--- config.mk ---
export PLATFORM = sky130hd
export DESIGN_NAME = preFetchTop
export DESIGN_NICKNAME = d
export VERILOG_FILES = /design/src/source/preFetchPkg.sv /design/src/source/pcGen.sv /design/src/source/itlbBuffer.sv /design/src/source/preFetchTop.sv
export VERILOG_INCLUDE_DIRS = /design/src /design/src/source
export SDC_FILE = /design/constraint.sdc
export NUM_CORES = 1
export LEC_CHECK = 0
export BUFFER_PORTS_ARGS = -buffer_cell sky130_fd_sc_hd__buf_2
export CAP_MARGIN = 20
export CELL_PAD_IN_SITES_DETAIL_PLACEMENT = 0
export CELL_PAD_IN_SITES_GLOBAL_PLACEMENT = 2
export CORE_ASPECT_RATIO = 1.5
export CORE_MARGIN = 8
export CORE_UTILIZATION = 29
export DETAILED_ROUTE_END_ITERATION = 6
export PLACE_DENSITY = 0.86
export SETUP_SLACK_MARGIN = 0.2
export SLEW_MARGIN = 20
export SYNTH_ARGS = -nofsm -noshare
export SYNTH_HDL_FRONTEND = slang
export SYNTH_SLANG_ARGS = --single-unit
export TNS_END_PERCENT = 10
--- constraint.sdc ---
create_clock -name clk -period 6.4 [get_ports clk]
set_clock_uncertainty 0.15 [all_clocks]
set_input_delay 0.96 -clock clk [delete_from_list [all_inputs] [get_ports clk]]
set_output_delay 0.96 -clock clk [all_outputs]
set_load 0.01 [all_outputs]
--- src/source/preFetch_settings.svh ---
// ==========================================================
// address constants of the pre-fetch stage
// include wherever reset PC, vectors or segment bases are needed
// ==========================================================
`ifndef PREFETCH_SETTINGS_SVH
`define PREFETCH_SETTINGS_SVH

// boot ROM entry, lies in kseg1
`define PREFETCH_RESET_PC     32'hbfc00000

// general exception entry while BEV is set
`define PREFETCH_EXC_VECTOR   32'hbfc00380

// unmapped segments, only the top 3 bits are decoded
`define PREFETCH_KSEG0_BASE   32'h80000000
`define PREFETCH_KSEG1_BASE   32'ha0000000

// tlb C field value for cacheable noncoherent
`define PREFETCH_CACHED_C     3'd3

`endif

--- src/source/preFetchPkg.sv ---
// ==========================================================
// types shared by the pre-fetch stage and its testbench
// redirect bundle, tlb entry and the icache request
// ==========================================================
package preFetchPkg;

    // redirect requested by the memory stage
    typedef enum logic [1:0] {
        exEntryNone      = 2'd0,
        exEntryException = 2'd1,
        exEntryEret      = 2'd2,
        exEntryRefetch   = 2'd3
    } exEntrySel_t;

    // branch resolution from EX
    typedef struct packed {
        logic branchTaken;
        logic regJump;      // jr / jalr
    } branchInfo_t;

    typedef struct packed {
        exEntrySel_t exEntrySel;
        logic [31:0] epc;
        logic [31:0] memPc;
        branchInfo_t branch;
        logic [31:0] exePc;
        logic [31:0] exeImm;
        logic [31:0] exeRegA;    // jr source register
        logic        idImmJump;  // j / jal decoded in ID
        logic [31:0] idPc;
        logic [31:0] idInstr;
    } redirect_t;

    // one even/odd page pair
    typedef struct packed {
        logic [18:0] vpn2;
        logic [19:0] pfn0;
        logic [2:0]  c0;
        logic        v0;
        logic [19:0] pfn1;
        logic [2:0]  c1;
        logic        v1;
    } tlbEntry_t;

    typedef enum logic [1:0] {
        fetchExceptNone       = 2'd0,
        fetchExceptTlbRefill  = 2'd1,
        fetchExceptTlbInvalid = 2'd2
    } fetchExcept_t;

    // request to the instruction cache
    typedef struct packed {
        logic [19:0] tag;       // physical
        logic [7:0]  index;
        logic [3:0]  offset;
        logic        cached;
        logic        valid;
    } fetchReq_t;

endpackage

--- src/source/pcGen.sv ---
// ==========================================================
// program counter and next-PC selection
// pc is written on each edge with pcWrite high
// ==========================================================
`timescale 1ns/1ns

`include "preFetch_settings.svh"

module pcGen (
    input  logic                   clk,
    input  logic                   reset,
    input  logic                   pcWrite,
    input  preFetchPkg::redirect_t redirect,
    output logic [31:0]            pc
);
    import preFetchPkg::*;

    localparam logic [31:0] resetPc   = `PREFETCH_RESET_PC;
    localparam logic [31:0] excVector = `PREFETCH_EXC_VECTOR;

    logic [31:0] seqPc;
    logic [31:0] idPcPlus4;
    logic [31:0] jumpTarget;
    logic [31:0] branchTarget;
    logic [31:0] nextPc;

    assign seqPc     = pc + 32'd4;
    assign idPcPlus4 = redirect.idPc + 32'd4;

    // j / jal stays inside the 256MB region of the delay slot
    assign jumpTarget = {idPcPlus4[31:28], redirect.idInstr[25:0], 2'b00};

    // offset counts words from the delay slot
    assign branchTarget = redirect.exePc + 32'd4 + {redirect.exeImm[29:0], 2'b00};

    // later stages win, they flush everything younger
    always_comb begin
        if (redirect.exEntrySel == exEntryException) begin
            nextPc = excVector;
        end else if (redirect.exEntrySel == exEntryEret) begin
            nextPc = redirect.epc;
        end else if (redirect.exEntrySel == exEntryRefetch) begin
            nextPc = redirect.memPc;             // replay the instruction in MEM
        end else if (redirect.branch.branchTaken) begin
            nextPc = branchTarget;
        end else if (redirect.branch.regJump) begin
            nextPc = redirect.exeRegA;
        end else if (redirect.idImmJump) begin
            nextPc = jumpTarget;
        end else begin
            nextPc = seqPc;
        end
    end

    always_ff @(posedge clk) begin
        if (reset) begin
            pc <= resetPc;
        end else if (pcWrite) begin
            pc <= nextPc;
        end                                      // hold while stalled
    end

endmodule

--- src/source/itlbBuffer.sv ---
// ==========================================================
// single-entry instruction tlb buffer in front of the main tlb
// translates pc, raises stall or fetch exceptions, builds the icache request
// ==========================================================
`timescale 1ns/1ns

`include "preFetch_settings.svh"

module itlbBuffer (
    input  logic                      clk,
    input  logic                      reset,
    input  logic [31:0]               pc,
    input  logic                      tlbBufferFlush,
    input  preFetchPkg::tlbEntry_t    tlbLookupEntry,
    input  logic                      tlbLookupFound,
    output logic [18:0]               lookupVpn2,
    output logic                      tlbBufferValid,
    output logic                      tlbStall,
    output preFetchPkg::fetchExcept_t fetchExcept,
    output preFetchPkg::fetchReq_t    fetchReq
);
    import preFetchPkg::*;

    localparam logic [31:0] kseg0Base  = `PREFETCH_KSEG0_BASE;
    localparam logic [31:0] kseg1Base  = `PREFETCH_KSEG1_BASE;
    localparam logic [2:0]  cachedCode = `PREFETCH_CACHED_C;

    tlbEntry_t   bufEntry;
    logic        bufValid;
    tlbEntry_t   activeEntry;

    logic        inKseg0;
    logic        inKseg1;
    logic        mapped;
    logic        bufHit;
    logic        mappedMiss;
    logic        refillMiss;

    logic        oddPage;
    logic [19:0] selPfn;
    logic [2:0]  selC;
    logic        selV;
    logic [19:0] physTag;
    logic        isCached;

    // segment decode on the top three bits
    assign inKseg0 = (pc[31:29] == kseg0Base[31:29]);
    assign inKseg1 = (pc[31:29] == kseg1Base[31:29]);
    assign mapped  = !(inKseg0 || inKseg1);

    assign bufHit     = bufValid && (bufEntry.vpn2 == pc[31:13]);
    assign mappedMiss = mapped && !bufHit;

    // main tlb answers this combinationally
    assign lookupVpn2 = pc[31:13];

    // found entry is captured at the edge, pc hits a cycle later
    assign tlbStall   = mappedMiss && tlbLookupFound;
    assign refillMiss = mappedMiss && !tlbLookupFound;

    // during the stall cycle the lookup answer is already usable
    assign activeEntry = bufHit ? bufEntry : tlbLookupEntry;

    assign oddPage = pc[12];

    always_comb begin
        if (oddPage) begin
            selPfn = activeEntry.pfn1;
            selC   = activeEntry.c1;
            selV   = activeEntry.v1;
        end else begin
            selPfn = activeEntry.pfn0;
            selC   = activeEntry.c0;
            selV   = activeEntry.v0;
        end
    end

    always_comb begin
        if (refillMiss) begin
            fetchExcept = fetchExceptTlbRefill;
        end else if (mapped && !selV) begin
            fetchExcept = fetchExceptTlbInvalid;   // hit or stall cycle
        end else begin
            fetchExcept = fetchExceptNone;
        end
    end

    // unmapped segments drop the top three bits
    assign physTag = mapped ? selPfn : {3'b000, pc[28:12]};

    always_comb begin
        if (inKseg0) begin
            isCached = 1'b1;
        end else if (inKseg1) begin
            isCached = 1'b0;
        end else begin
            isCached = (selC == cachedCode);
        end
    end

    assign fetchReq.tag    = physTag;
    assign fetchReq.index  = pc[11:4];
    assign fetchReq.offset = pc[3:0];
    assign fetchReq.cached = isCached;
    assign fetchReq.valid  = !tlbStall && (fetchExcept == fetchExceptNone);

    assign tlbBufferValid = bufValid;

    // flush beats a refill in the same cycle
    always_ff @(posedge clk) begin
        if (reset) begin
            bufValid <= 1'b0;
        end else if (tlbBufferFlush) begin
            bufValid <= 1'b0;
        end else if (tlbStall) begin
            bufValid <= 1'b1;
        end
    end

    always_ff @(posedge clk) begin
        if (tlbStall) begin
            bufEntry <= tlbLookupEntry;
        end
    end

endmodule

--- src/source/preFetchTop.sv ---
// ==========================================================
// pre-fetch stage top, pc register plus instruction tlb buffer
// outside control lowers pcWrite while tlbStall is high
// ==========================================================
`timescale 1ns/1ns

module preFetchTop (
    input  logic                      clk,
    input  logic                      reset,
    input  logic                      pcWrite,
    input  preFetchPkg::redirect_t    redirect,
    input  preFetchPkg::tlbEntry_t    tlbLookupEntry,
    input  logic                      tlbLookupFound,
    input  logic                      tlbBufferFlush,
    output logic [31:0]               pc,
    output preFetchPkg::fetchReq_t    fetchReq,
    output preFetchPkg::fetchExcept_t fetchExcept,
    output logic [18:0]               lookupVpn2,
    output logic                      tlbBufferValid,
    output logic                      tlbStall
);

    logic [31:0] curPc;   // shared by the top port and the tlb buffer

    assign pc = curPc;

    pcGen pcGen0 (
        .clk      (clk),
        .reset    (reset),
        .pcWrite  (pcWrite),
        .redirect (redirect),
        .pc       (curPc)
    );

    itlbBuffer itlbBuffer0 (
        .clk            (clk),
        .reset          (reset),
        .pc             (curPc),
        .tlbBufferFlush (tlbBufferFlush),
        .tlbLookupEntry (tlbLookupEntry),
        .tlbLookupFound (tlbLookupFound),
        .lookupVpn2     (lookupVpn2),
        .tlbBufferValid (tlbBufferValid),
        .tlbStall       (tlbStall),
        .fetchExcept    (fetchExcept),
        .fetchReq       (fetchReq)
    );

endmodule

==> results.md, run 1 <==
- The starting utilization of the core area is 29.2%.
- The chip height is 226 µm.
- The global-route total usage across every layer is 21.1%.
- The number of distinct library cell variants in the gate-level netlist after synthesis is 76.
- Clock-pin slew was measured on the worst setup and hold paths at 0.08 ns.
- Across the run, the number of max-cap violations was 0.
- The post-route minimum period is 4.00 ns.
- Of the cells placed in the final design, the portion with a size suffix greater than 1 is roughly a third.
- Ranked by total cell area, the synthesized netlist is headed by edfxtp_1 24%, ha_1 9.0%, dfxtp_1 7.8%.
- Yosys mapped a number of flops with a built-in enable equal to 67.
- The clock tree buffer depth is 2.
- The capturing element type of the critical path is a primary output.
- The pin count of the biggest net entering global routing is 69.
- For this run, asynchronously set or reset flops after synthesis account for 0%.
- Of the synthesized area, sequential elements account for 31.4%.
- The delay contributed by the slowest stage of the critical path is roughly 0.59 ns.
- The top cell family by delay on the critical path is simple AND/OR/NAND/NOR gates.
- The cell with the most instances after synthesis is nand2_1.
- The mapped netlist covers 8520 µm².
- The floorplan step defined a die boundary enclosing 35,200 µm².
- The switching part of the total is 35.4%.
- After clock tree synthesis, the repair step resized 0 gates.
- The cell at the root of the clock tree is clkbuf_16.
- The maximum vdd ir drop is 0.187 mV.
- The region available for standard cell placement spans about 29,000 µm².
- The detailed-route DRC error count is 0.
- The area growth from synthesis to layout is 27.4%.
- The congestion estimate from routability-driven global placement came to 0.867.
- The internal power of the cells is 1.35 mW.
- The final antenna-violating net count is 0.
- The synthesized net count is 1,325.
- The number of max-slew violations in the final report is 0.
- The die is 156 µm wide.
- In this run, the number of DRC markers left after iteration 0 of detailed routing was 516.
- The slowest stage of the critical path belongs to the cell dfxtp_1.
- The final core utilization is 37.2%.
- The number of antenna violations at the first check in global routing is 16.
- Of all nets on the critical path, the largest fanout is 29.
- The layout net count is 1,637.
- Traced cell by cell, the critical path runs through xor2_1, nor4_1, nand4_1, buf_4, mux4_2, nand2_1, o21ai_0, buf_2.
- The count of filler cells inserted in the layout is between 3,000 and 4,000.
- The clock network power share is 28.6%.
- The detailed router placed about 9,000 vias in this run.
- The accumulated negative setup slack is 0 ns.
- The share of the synthesized area in the top cell type is around a quarter.
- The required arrival time at the worst endpoint is 5.29 ns.
- The fraction of the cycle the final worst path needs is 62.5%.
- The post-DP HPWL is ~31,000 µm.
- For this design the ratio of total power to cell area is 193 nW/µm².
- The critical path class is flip-flop to primary output.
- The number of buffers created by CTS is 9.
- The CTS tree is built.
- At the pin with the least slew margin, the transition time is 0.880 ns.
- In this run the number of H-tree levels came out at 3.
- The data arrival time at the worst-slack endpoint is 2.89 ns.
- For this block, the routed nets add up to 38,200 µm of wire.
- The classification of the worst-slack hold path is flip-flop to flip-flop.
- The count of buffers from port buffering is approximately 380.
- The first global-routing pass estimated 55,900 µm of wire.
- The clock latency reported for the late side of the worst-skew pair is ~0.37 ns.
- For this design the static power due to leakage is 4.82 nW.
- The number of failing hold endpoints at the final stage came to 0.
- The post-CTS repair timing setup buffer count is 0.
- The sum of overflow across all layers after global routing is 0.
- Derived from the worst setup path, the maximum achievable clock frequency is 250 MHz.
- The dominant synthesized flop cell is edfxtp_1.
- STA classifies the critical path startpoint as a flip-flop.
- The number of global-route vias before repair is 9,256.
- Yosys printed 0 warnings.
- Synthesis inferred 100 register bits.
- edfxtp_1 takes more of the synthesized area than any other cell.
- Of the total power, combinational logic draws 33.2%.
- The tree built by TritonCTS fans out to 100 sinks.
- After routing the design area is 10,900 µm².
- The via count normalized by instance count is ~5.2.
- The number of iterations in the first detailed-routing pass is 7.
- The number of buffer and inverter stages on the critical path is 2.
- In this run the cell area measured after placement is between 10,000 and 15,000 µm².
- Sequential cells burn between 30% and 40% of the power.
- The floorplan has 77 rows.
- The mean post-synth cell area is just under 9 µm².
- The commonest cells after synthesis are 129 x nand2_1, 67 x edfxtp_1, 63 x nor2_1.
- The switching power of the nets is 0.741 mW.
- After detailed routing, the average wire length per cell comes to 22.6 µm.
- Counting every instance in the synthesized netlist gives 962.
- The relative slew slack is 41.3%.
- The boundary pin count is 390.
- The flow ran to the end, and the final reports show no timing, DRC or antenna violations.
- The number of setup violations in the final report is 0.
- After clock tree synthesis, the flow added hold-fix buffers numbering 0.
- Setup repair after global routing left no endpoint under its margin.
per-stage QoR:
| stage | std cells | power [mW] | setup slack, ns | hold slack, ns |
|---|---|---|---|---|
| CTS | 1674 | 2.11 | 2.30 | 0.367 |
| floorplan | 962 | 1.22 | 2.32 | 0.372 |
| global placement | 1658 | 1.51 | 2.42 | 0.345 |
| global route | 1681 | 2.21 | 2.18 | 0.420 |
| finish | 1687 | 2.09 | 2.40 | 0.377 |
| detailed placement | 1658 | 1.51 | 2.40 | 0.357 |
kinds of logic after synthesis:
logic type / share of synthesized area (%)
muxes: 7.44
xor gates and xnor gates: 6.78
DFF: 31.4
and+or+nand+nor: 17.7
adders and majority gates: 9.19
AOI/OAI and AO/OA: 20.7
buffers and inverters: 6.86
state kept, by name (all words and copies together) (netlist names):
signal	cells
itlbBuffer0.bufEntry	67
itlbBuffer0.tlbBufferValid	1
pcGen0.pc	32
layout by cell type (no fill, tap or decap), types with 11 or more instances in the layout:
cell,Yosys,final
a211oi_1,17,17
a21oi_1,60,60
buf_2,9,379
buf_4,33,11
dfxtp_1,33,33
diode_2,0,13
edfxtp_1,67,67
ha_1,61,61
inv_1,24,24
mux2i_1,15,15
mux4_2,20,20
nand2_1,129,129
nand2b_1,11,11
nand3_1,23,23
nand4_1,22,22
nor2_1,63,63
nor3_1,16,16
o211ai_1,16,16
o21ai_0,62,62
o22ai_1,14,14
xnor2_1,34,34
xor2_1,32,32
worst register-to-register path: cells and delay by family (launching register included):
kind	cells	cell delay (ns)
xor gates and xnor gates	1	0.15
and+or+nand+nor	4	0.61
buffers and inverters	2	1.08
DFF	1	0.67
final cells by class:
cell class | instances | area, µm² | share of cell area, %
antenna | 13 | 32.5 | 0.300
multi-input combinational | 747 | 5270 | 48.5
inverter | 26 | 97.6 | 0.899
tap | 395 | 494 | 4.55
sequential | 100 | 2670 | 24.6
clock buffer | 10 | 239 | 2.20
timing repair buffer | 390 | 1980 | 18.2
clock inverter | 6 | 77.6 | 0.714
power by group through the flow:
stage / sequential [mW] / combinational (mW) / clock, mW
6_report: 0.799 / 0.696 / 0.600
5_1_grt: 0.806 / 0.773 / 0.630
4_1_cts: 0.801 / 0.702 / 0.610
3_5_place_dp: 0.815 / 0.696 / 0
3_3_place_gp: 0.814 / 0.695 / 0
2_1_floorplan: 0.790 / 0.431 / 0
final timing paths:
| path | slack (ns) | end | from | depth (start not counted) |
|---|---|---|---|---|
| worst min-delay path | 0.38 | itlbBuffer0.tlbBufferValid | itlbBuffer0.tlbBufferValid | 2 |
| worst min register to register | 0.38 | itlbBuffer0.tlbBufferValid | itlbBuffer0.tlbBufferValid | 2 |
| worst max register to register | 3.27 | itlbBuffer0.bufEntry[42] | pcGen0.pc[26] | 7 |
| worst max-delay path | 2.40 | fetchReq[20] | pcGen0.pc[25] | 8 |
layer usage:
layer	GRT usage [%]	wire length [µm]
met5	0	44
met4	7.69	937
met3	5.13	2680
met2	37.7	19600
met1	23.8	14900
No activity file was read; power rests on OpenSTA's default activity.
==> run 2: changes to the inputs <==
--- a/config.mk
+++ b/config.mk
@@ -12,9 +12,9 @@
 export CELL_PAD_IN_SITES_GLOBAL_PLACEMENT = 2
 export CORE_ASPECT_RATIO = 1.5
 export CORE_MARGIN = 8
-export CORE_UTILIZATION = 29
+export CORE_UTILIZATION = 24
 export DETAILED_ROUTE_END_ITERATION = 6
-export PLACE_DENSITY = 0.86
+export PLACE_DENSITY = 0.75
 export SETUP_SLACK_MARGIN = 0.2
 export SLEW_MARGIN = 20
 export SYNTH_ARGS = -nofsm -noshare
==> constraint.sdc (replaced) <==
create_clock -name clk -period 3.4 [get_ports clk]
set_clock_uncertainty 0.15 [all_clocks]
set_input_delay 0.51 -clock clk [delete_from_list [all_inputs] [get_ports clk]]
set_output_delay 0.51 -clock clk [all_outputs]
set_load 0.01 [all_outputs]
==> run 2 against run 1 <==
Compared with the run above: wire length increased by 8.9%; setup slack got worse by 2.1 ns; critical path depth increased by 6; combinational power increased by 110%; highest routed layer unchanged.
==> results.md, run 2 (synthesized netlist as in run 1, its figures left out) <==
- The pin count of the biggest net entering global routing was 39 (-43%).
- The data arrival time at the worst-slack endpoint came to 3.30 ns (+0.41 ns).
- The via count normalized by instance count was 4.95 (-4.8%).
- The number of buffer and inverter stages on the critical path is 3 (+1).
- The clock tree buffer depth is 2 (unchanged).
- The run finished with clean final reports.
- The number of global-route vias before repair was 9,515 (+2.8%).
- The cell depth of the worst hold path is 2 (unchanged).
- The internal reg-to-reg setup slack came to 0.61 ns (-2.66 ns).
- The chip height is 247 µm (+9.2%).
- The internal power of the cells is 2.58 mW (+91%).
- Ranked by flip-flop count, first place goes to itlbBuffer0.bufEntry.
- The wire length of the first global-routing pass is 59,900 µm (+7.1%).
- The number of max-slew violations in the final report is 0 (unchanged).
- The relative contribution of combinational cells to total power came to 37.0% (+3.8 points).
- The reported max-cap violation count came to 0 (unchanged).
- The endpoint identified for the worst register-to-register timing path is pcGen0.pc[27].
- The critical path goes through buf_2, ha_1, ha_1, inv_1, fa_1, nand2b_1, a21oi_1, buf_4, o211ai_1, a21oi_1, o2111ai_2, nand3b_1, or3_1, nand4_1.
- The standard-cell row count came to 84 (+9.1%).
- The die outline width is 170 µm (+8.9%).
- The worst hold path begins at tlbBufferFlush.
- The accumulated negative setup slack is 0 ns (unchanged).
- The worst path uses 92.5% of the clock period.
- The flip-flop count of the largest register, all copies and words added is 67 (unchanged).
- The clock latency reported for the late side of the worst-skew pair is 0.36 ns (about the same).
- The power density over the cells is 352 nW/µm² (+82%).
- Setup repair after global routing could not meet its margin everywhere.
- The sequential share of power is 36.2% (-1.9 points).
- The layout overhead on the synthesized area is 33.4%.
- The hold slack is 0.163 ns (-0.214 ns).
- The number of iterations in the first detailed-routing pass is 7 (unchanged).
- TritonCTS built the clock tree.
- The commonest non-fill, non-tap cell in the layout is buf_2.
- The worst setup path is launched from an input port.
- The number of levels the H-tree was split into is 3 (unchanged).
- The boundary pin count is 390 (unchanged).
- The post-DP HPWL came to 34,500 µm (+10%).
- The final antenna-violating net count was 0 (unchanged).
- The top cell family by delay on the critical path is compound AO/OA/AOI/OAI gates.
- The switching power of the nets is 1.41 mW (+90%).
- The cell at the root of the clock tree is clkbuf_16.
- The leakage power summed over all cells is 5.07 nW (+5.3%).
- The number of antenna violations at the first check in global routing came to 16 (unchanged).
- The total power of the final layout is 3.99 mW (+91%).
- The maximum vdd ir drop is 0.349 mV (+86%).
- The required arrival time at the worst endpoint is 3.55 ns (-1.74 ns).
- The depth of the worst register-to-register path came to 8 (+1).
- The detailed router's first-iteration violation count was 512 (-0.78%).
- The number of sinks handled by clock tree synthesis was 100 (unchanged).
- The routed wirelength normalized by instance count is 22.8 µm (+0.88%).
- The total via count in the routed design is 9,019 (+2.8%).
- The worst min-delay path endpoint is itlbBuffer0.tlbBufferValid.
- The critical path class is input port to flip-flop.
- The post-CTS repair timing setup buffer count was 0 (unchanged).
- The startpoint of the worst register-to-register path is pcGen0.pc[7].
- In the layout the commonest cells are 379 x buf_2, 129 x nand2_1, 67 x edfxtp_1, 64 x buf_4, 63 x nor2_1.
- The relative slew slack is 59.7% (+18 points).
- The global-route total usage across every layer is 19.1% (-2.0 points).
- The clock slew at the register clock pins of the worst setup and hold paths is 0.08 ns (about the same).
- The number of failing hold endpoints at the final stage is 0 (unchanged).
- The tightest min-delay check is of the input port to flip-flop type.
- The switching part of the total is 35.3% (-0.051 points).
- In this run the worst setup path begins at redirect[98].
- The sum of overflow across all layers after global routing is 0 (unchanged).
- For this run, the top clock speed supported by timing is 318 MHz.
- For this design, the slowest cell found on the critical path is o211ai_1.
- The count of buffers from port buffering came to 379 (unchanged).
- The share of layout cells above drive strength 1 is 37.0% (+2.7 points).
- The number of buffers created by CTS is 9 (unchanged).
- The starting utilization of the core area is 24.3% (-4.8 points).
- The number of setup violations in the final report is 0 (unchanged).
- After layout, the minimum clock period comes to 3.14 ns.
- The capturing element type of the critical path is a flip-flop.
- The detailed-route DRC error count is 0 (unchanged).
- The die footprint is 41,900 µm² (+19%).
- The maximum fanout count along the critical path was 3 (-90%).
- The slew at the pin closest to its max-slew limit is 0.598 ns (-0.283 ns).
- The clock network power share came to 26.8% (-1.8 points).
- The routed wire length was 41,500 µm (+8.9%).
- The layout net count came to 1,691 (+3.3%).
- The routability-driven placement congestion ratio is 0.870 (+0.38%).
- The delay contributed by the slowest stage of the critical path came to 0.42 ns (-0.17 ns).
- The area of the placeable core is 35,000 µm² (+20%).
==> run 2: cell types whose count changed in the layout (fill, tap and decap cells not counted), moves of 2 or more <==
cell / delta
buf_4: +53
diode_2: +2
inv_8: -2
clkinv_1: +2
==> run 2: routing by layer <==
metal  share of wire (%)  vias to the layer above  track usage (%)
li1                    -                     4326                -
met1                  39                     4292             22.0
met2                  51                      347             34.3
met3                 7.3                       46             4.45
met4                 1.8                        8             5.82
met5                0.12                        -                0
==> run 2: repair_timing <==
action | 4_1_cts | 5_1_grt
gates cloned | 0 | 0
pin swaps | 0 | 3
hold buffers | 0 | 0
endpoints found under the setup margin | 22 | 22
resized for setup | 3 | 4
==> run 2: how the worst max path moves through the flow <==
stage / cells after the start / to / slack, ns
detailed placement: 14 / pcGen0.pc[29] / -0.08
global placement: 14 / pcGen0.pc[31] / -0.04
finish: 14 / pcGen0.pc[29] / 0.26
floorplan: 12 / pcGen0.pc[31] / 0.46
CTS: 8 / fetchReq[27] / 0.21
global route: 8 / fetchReq[27] / 0.11
==> run 2: final cells by class <==
cell class                      instances  area (µm²)
Sequential cell                       100        2670
Clock inverter                          6        62.6
Antenna cell                           15        37.5
Fill cell                            3769       23600
Inverter                               26        97.6
Timing Repair Buffer                  444        2400
Tap cell                              473         592
Clock buffer                           10         229
Multi-Input combinational cell        747        5280
==> run 2: power groups by stage <==
stage	Clock, mW	Combinational [mW]	Sequential [mW]
floorplan	0	0.812	1.48
global placement	0	1.47	1.47
detailed placement	0	1.48	1.47
CTS	1.11	1.49	1.45
global route	1.14	1.63	1.45
finish	1.07	1.48	1.45
==> run 2: through the flow <==
stage / cells / instance area, µm² / utilization, % / worst slack (ns)
after floorplan: 962 / 8520 / - / 0.463
after global placement: 1790 / 11000 / 31.5 / -0.0441
after detailed placement: 1790 / 11000 / 31.5 / -0.0832
after CTS: 1806 / 11300 / 32.3 / 0.211
after global routing: 1814 / 11300 / 32.4 / 0.111
final: 1821 / 11400 / 32.5 / 0.255
==> run 3: changes to the inputs <==
==> constraint.sdc (replaced) <==
create_clock -name clk -period 2.8 [get_ports clk]
set_clock_uncertainty 0.15 [all_clocks]
set_input_delay 0.42 -clock clk [delete_from_list [all_inputs] [get_ports clk]]
set_output_delay 0.42 -clock clk [all_outputs]
set_load 0.01 [all_outputs]
==> run 3 against run 2 <==
Compared with the run above: the flow now finishes with violations (negative setup slack); sequential share of layout area down 1.9 points; via count rose by 5.5%; wire length rose by 5.3%; flip-flop and latch count unchanged; combinational power up 39%; first-iteration DRC count grew 2.5%; clock power up 33%; clock-buffer cell count is 1 lower; register-to-register slack lost 0.38 ns.
==> results.md, run 3 (synthesized netlist as in run 1, its figures left out) <==
- The run finished, with violations left.
- The final reports fail on negative setup slack.
- The number of iterations in the first detailed-routing pass was 5 (-2).
- The fraction of the cycle the final worst path needs is 107%.
- Leaving out fill and tap cells, the most frequent cells in the layout are 367 x buf_2, 130 x buf_4, 119 x nand2_1, 67 x edfxtp_1, 62 x nor2_1.
- The capturing element type of the critical path is a primary output.
- The worst setup slack after layout is -0.200 ns (-0.456 ns).
- The boundary pin count is 390 (unchanged).
- Compared with the post-synthesis result, the final layout area differs by 45.7%.
- Clock tree synthesis selected as its root buffer the cell clkbuf_16.
- The cell area after placement came to 11,600 µm² (+5.2%).
- The final standard cell count with taps included and fillers excluded is 1,890 (+3.8%).
- The clock latency reported for the late side of the worst-skew pair came to 0.37 ns (about the same).
- The critical path in this run is classified as flip-flop to primary output.
- The layout net count came to 1,764 (+4.3%).
- The share of layout cells above drive strength 1 was 44.5% (+7.5 points).
- The detailed-route DRC error count is 0 (unchanged).
- The number of sinks handled by clock tree synthesis is 100 (unchanged).
- The number of buffer and inverter stages on the critical path is 3 (unchanged).
- The wire length of the first global-routing pass was 62,900 µm (+5.0%).
- The count of buffers from port buffering was 379 (unchanged).
- The routed wirelength normalized by instance count is 23.2 µm (+1.5%).
- The sum of overflow across all layers after global routing came to 0 (unchanged).
- The number of buffers created by CTS came to 9 (unchanged).
- The leakage power summed over all cells was 5.52 nW (+8.9%).
- The worst path in the final design needs a cycle of 3.00 ns, including I/O delays and setup.
- STA classifies the critical path startpoint as a flip-flop.
- The global-route total usage across every layer was 20.2% (+1.2 points).
- The required arrival time at the worst endpoint is 2.23 ns (-1.32 ns).
- The routed wire length came to 43,800 µm (+5.3%).
- The number of global-route vias before repair is 10,000 (+5.5%).
- The flip-flop count of the largest register, all copies and words added is 67 (unchanged).
- The power density over the cells is 422 nW/µm² (+20%).
- The detailed router's first-iteration violation count is 525 (+2.5%).
- The slowest stage of the critical path belongs to the cell mux4_2.
- The critical path goes through xor2_1, nor4_2, nand4_1, buf_6, buf_16, mux4_2, and2_1, buf_2.
- The number of placed instances with taps included is 1,859 (+3.9%).
- The data arrival time at the worst-slack endpoint is 2.43 ns (-0.87 ns).
- The number of levels the H-tree was split into came to 3 (unchanged).
- The post-DP HPWL is 36,200 µm (+4.9%).
- The maximum vdd ir drop is 0.343 mV (-1.7%).
- The min-delay analysis places its worst path in the category input port to flip-flop.
- The CTS tree is built.
- Timing would allow up to 333 MHz.
- The chip height came to 247 µm (unchanged).
- The die footprint is 41,900 µm² (unchanged).
- The pin count of the biggest net entering global routing came to 39 (unchanged).
- The number of setup violations in the final report is 22 (+22).
- The commonest non-fill, non-tap cell in the layout is buf_2.
- The clock tree buffer depth is 2 (unchanged).
- The relative slew slack is 61.5% (+1.8 points).
- The final antenna-violating net count is 0 (unchanged).
- The routability-driven placement congestion ratio was 0.848 (-2.5%).
- The standard-cell row count came to 84 (unchanged).
- The total power of the final layout is 5.24 mW (+31%).
- The clock slew at the register clock pins of the worst setup and hold paths is 0.08 ns (about the same).
- The delay contributed by the slowest stage of the critical path came to 0.41 ns (about the same).
- The slew at the pin closest to its max-slew limit is 0.577 ns (-0.0207 ns).
- The number of max-slew violations in the final report was 0 (unchanged).
- The placement-stage worst setup slack is -0.516 ns (-0.433 ns).
- Among cell families on the critical path, the largest total delay comes from simple AND/OR/NAND/NOR gates.
- The die outline width is 170 µm (unchanged).
- The maximum fanout count along the critical path is 7 (+4).
- The via count normalized by instance count is 5.03 (+1.6%).
- The total non-filler cell area in the finished layout is 12,400 µm² (+9.2%).
- The number of failing hold endpoints at the final stage is 0 (unchanged).
- The total via count in the routed design came to 9,511 (+5.5%).
- The reported max-cap violation count is 0 (unchanged).
- The number of buffers added to fix hold violations after cts is 0 (unchanged).
- The area of the placeable core is 35,000 µm² (unchanged).
- The register containing the most flip-flops in the final layout is itlbBuffer0.bufEntry.
- The starting utilization of the core area is 24.3% (unchanged).
- The number of antenna violations at the first check in global routing is 18 (+2).
- Setup repair after global routing could not meet its margin everywhere.
==> run 3: cell types whose count changed in the layout (fill, tap and decap cells not counted), sizes merged <==
cell / delta
diode: -4
bufinv: +1
clkbuf: -1
inv: +1
clkinv: -2
clkinvlp: +1
buf: +73
==> run 3: what timing repair did <==
| item | 4_1_cts | 5_1_grt |
|---|---|---|
| resized for setup | 48 | 46 |
| endpoints found under the setup margin | 41 | 95 |
| gates cloned | 2 | 0 |
| pin swaps | 37 | 23 |
| buffers inserted | 2 | 0 |
==> run 3: per-stage QoR <==
stage | hold slack [ns] | utilization, % | setup TNS, ns
final | 0.0795 | 35.5 | -3.94
after global routing | 0.0598 | 35.4 | -7.41
after CTS | 0.0641 | 34.8 | -5.04
after detailed placement | 0.370 | 33.1 | -5.87
after global placement | 0.348 | 33.1 | -5.12
after floorplan | 0.349 | - | 0
==> run 3: cell type report <==
| class | count | area, µm² |
|---|---|---|
| Fill cell | 3690 | 22600 |
| Clock buffer | 9 | 225 |
| Tap cell | 473 | 592 |
| Multi-Input combinational cell | 747 | 5590 |
| Timing Repair Buffer | 517 | 3100 |
| Sequential cell | 100 | 2690 |
| Inverter | 26 | 97.6 |
| Clock inverter | 7 | 97.6 |
| Antenna cell | 11 | 27.5 |
==> run 3: path summary, 6_finish.rpt <==
check | start | endpoint | slack [ns] | cells past startpoint
setup / recovery | pcGen0.pc[19] | fetchReq[31] | -0.20 | 8
hold / removal | tlbLookupEntry[60] | itlbBuffer0.bufEntry[60] | 0.08 | 1
hold reg to reg | itlbBuffer0.tlbBufferValid | itlbBuffer0.tlbBufferValid | 0.39 | 2
setup reg to reg | pcGen0.pc[11] | pcGen0.pc[25] | 0.23 | 9
==> run 3: where the power goes <==
part	leakage (nW)	switching, mW	internal, mW
registers	0.889	0.0721	1.69
logic	4.48	1.12	0.942
clock network	0.153	0.627	0.790
total	5.52	1.82	3.42
==> run 3: routing by layer <==
metal  track usage, %  wire [µm]  vias up
met5                0         99        -
met4             7.73       1070       18
met3             5.20       3270       71
met2             35.9      22300      391
met1             22.9      17000     4548
li1                 -          -     4483
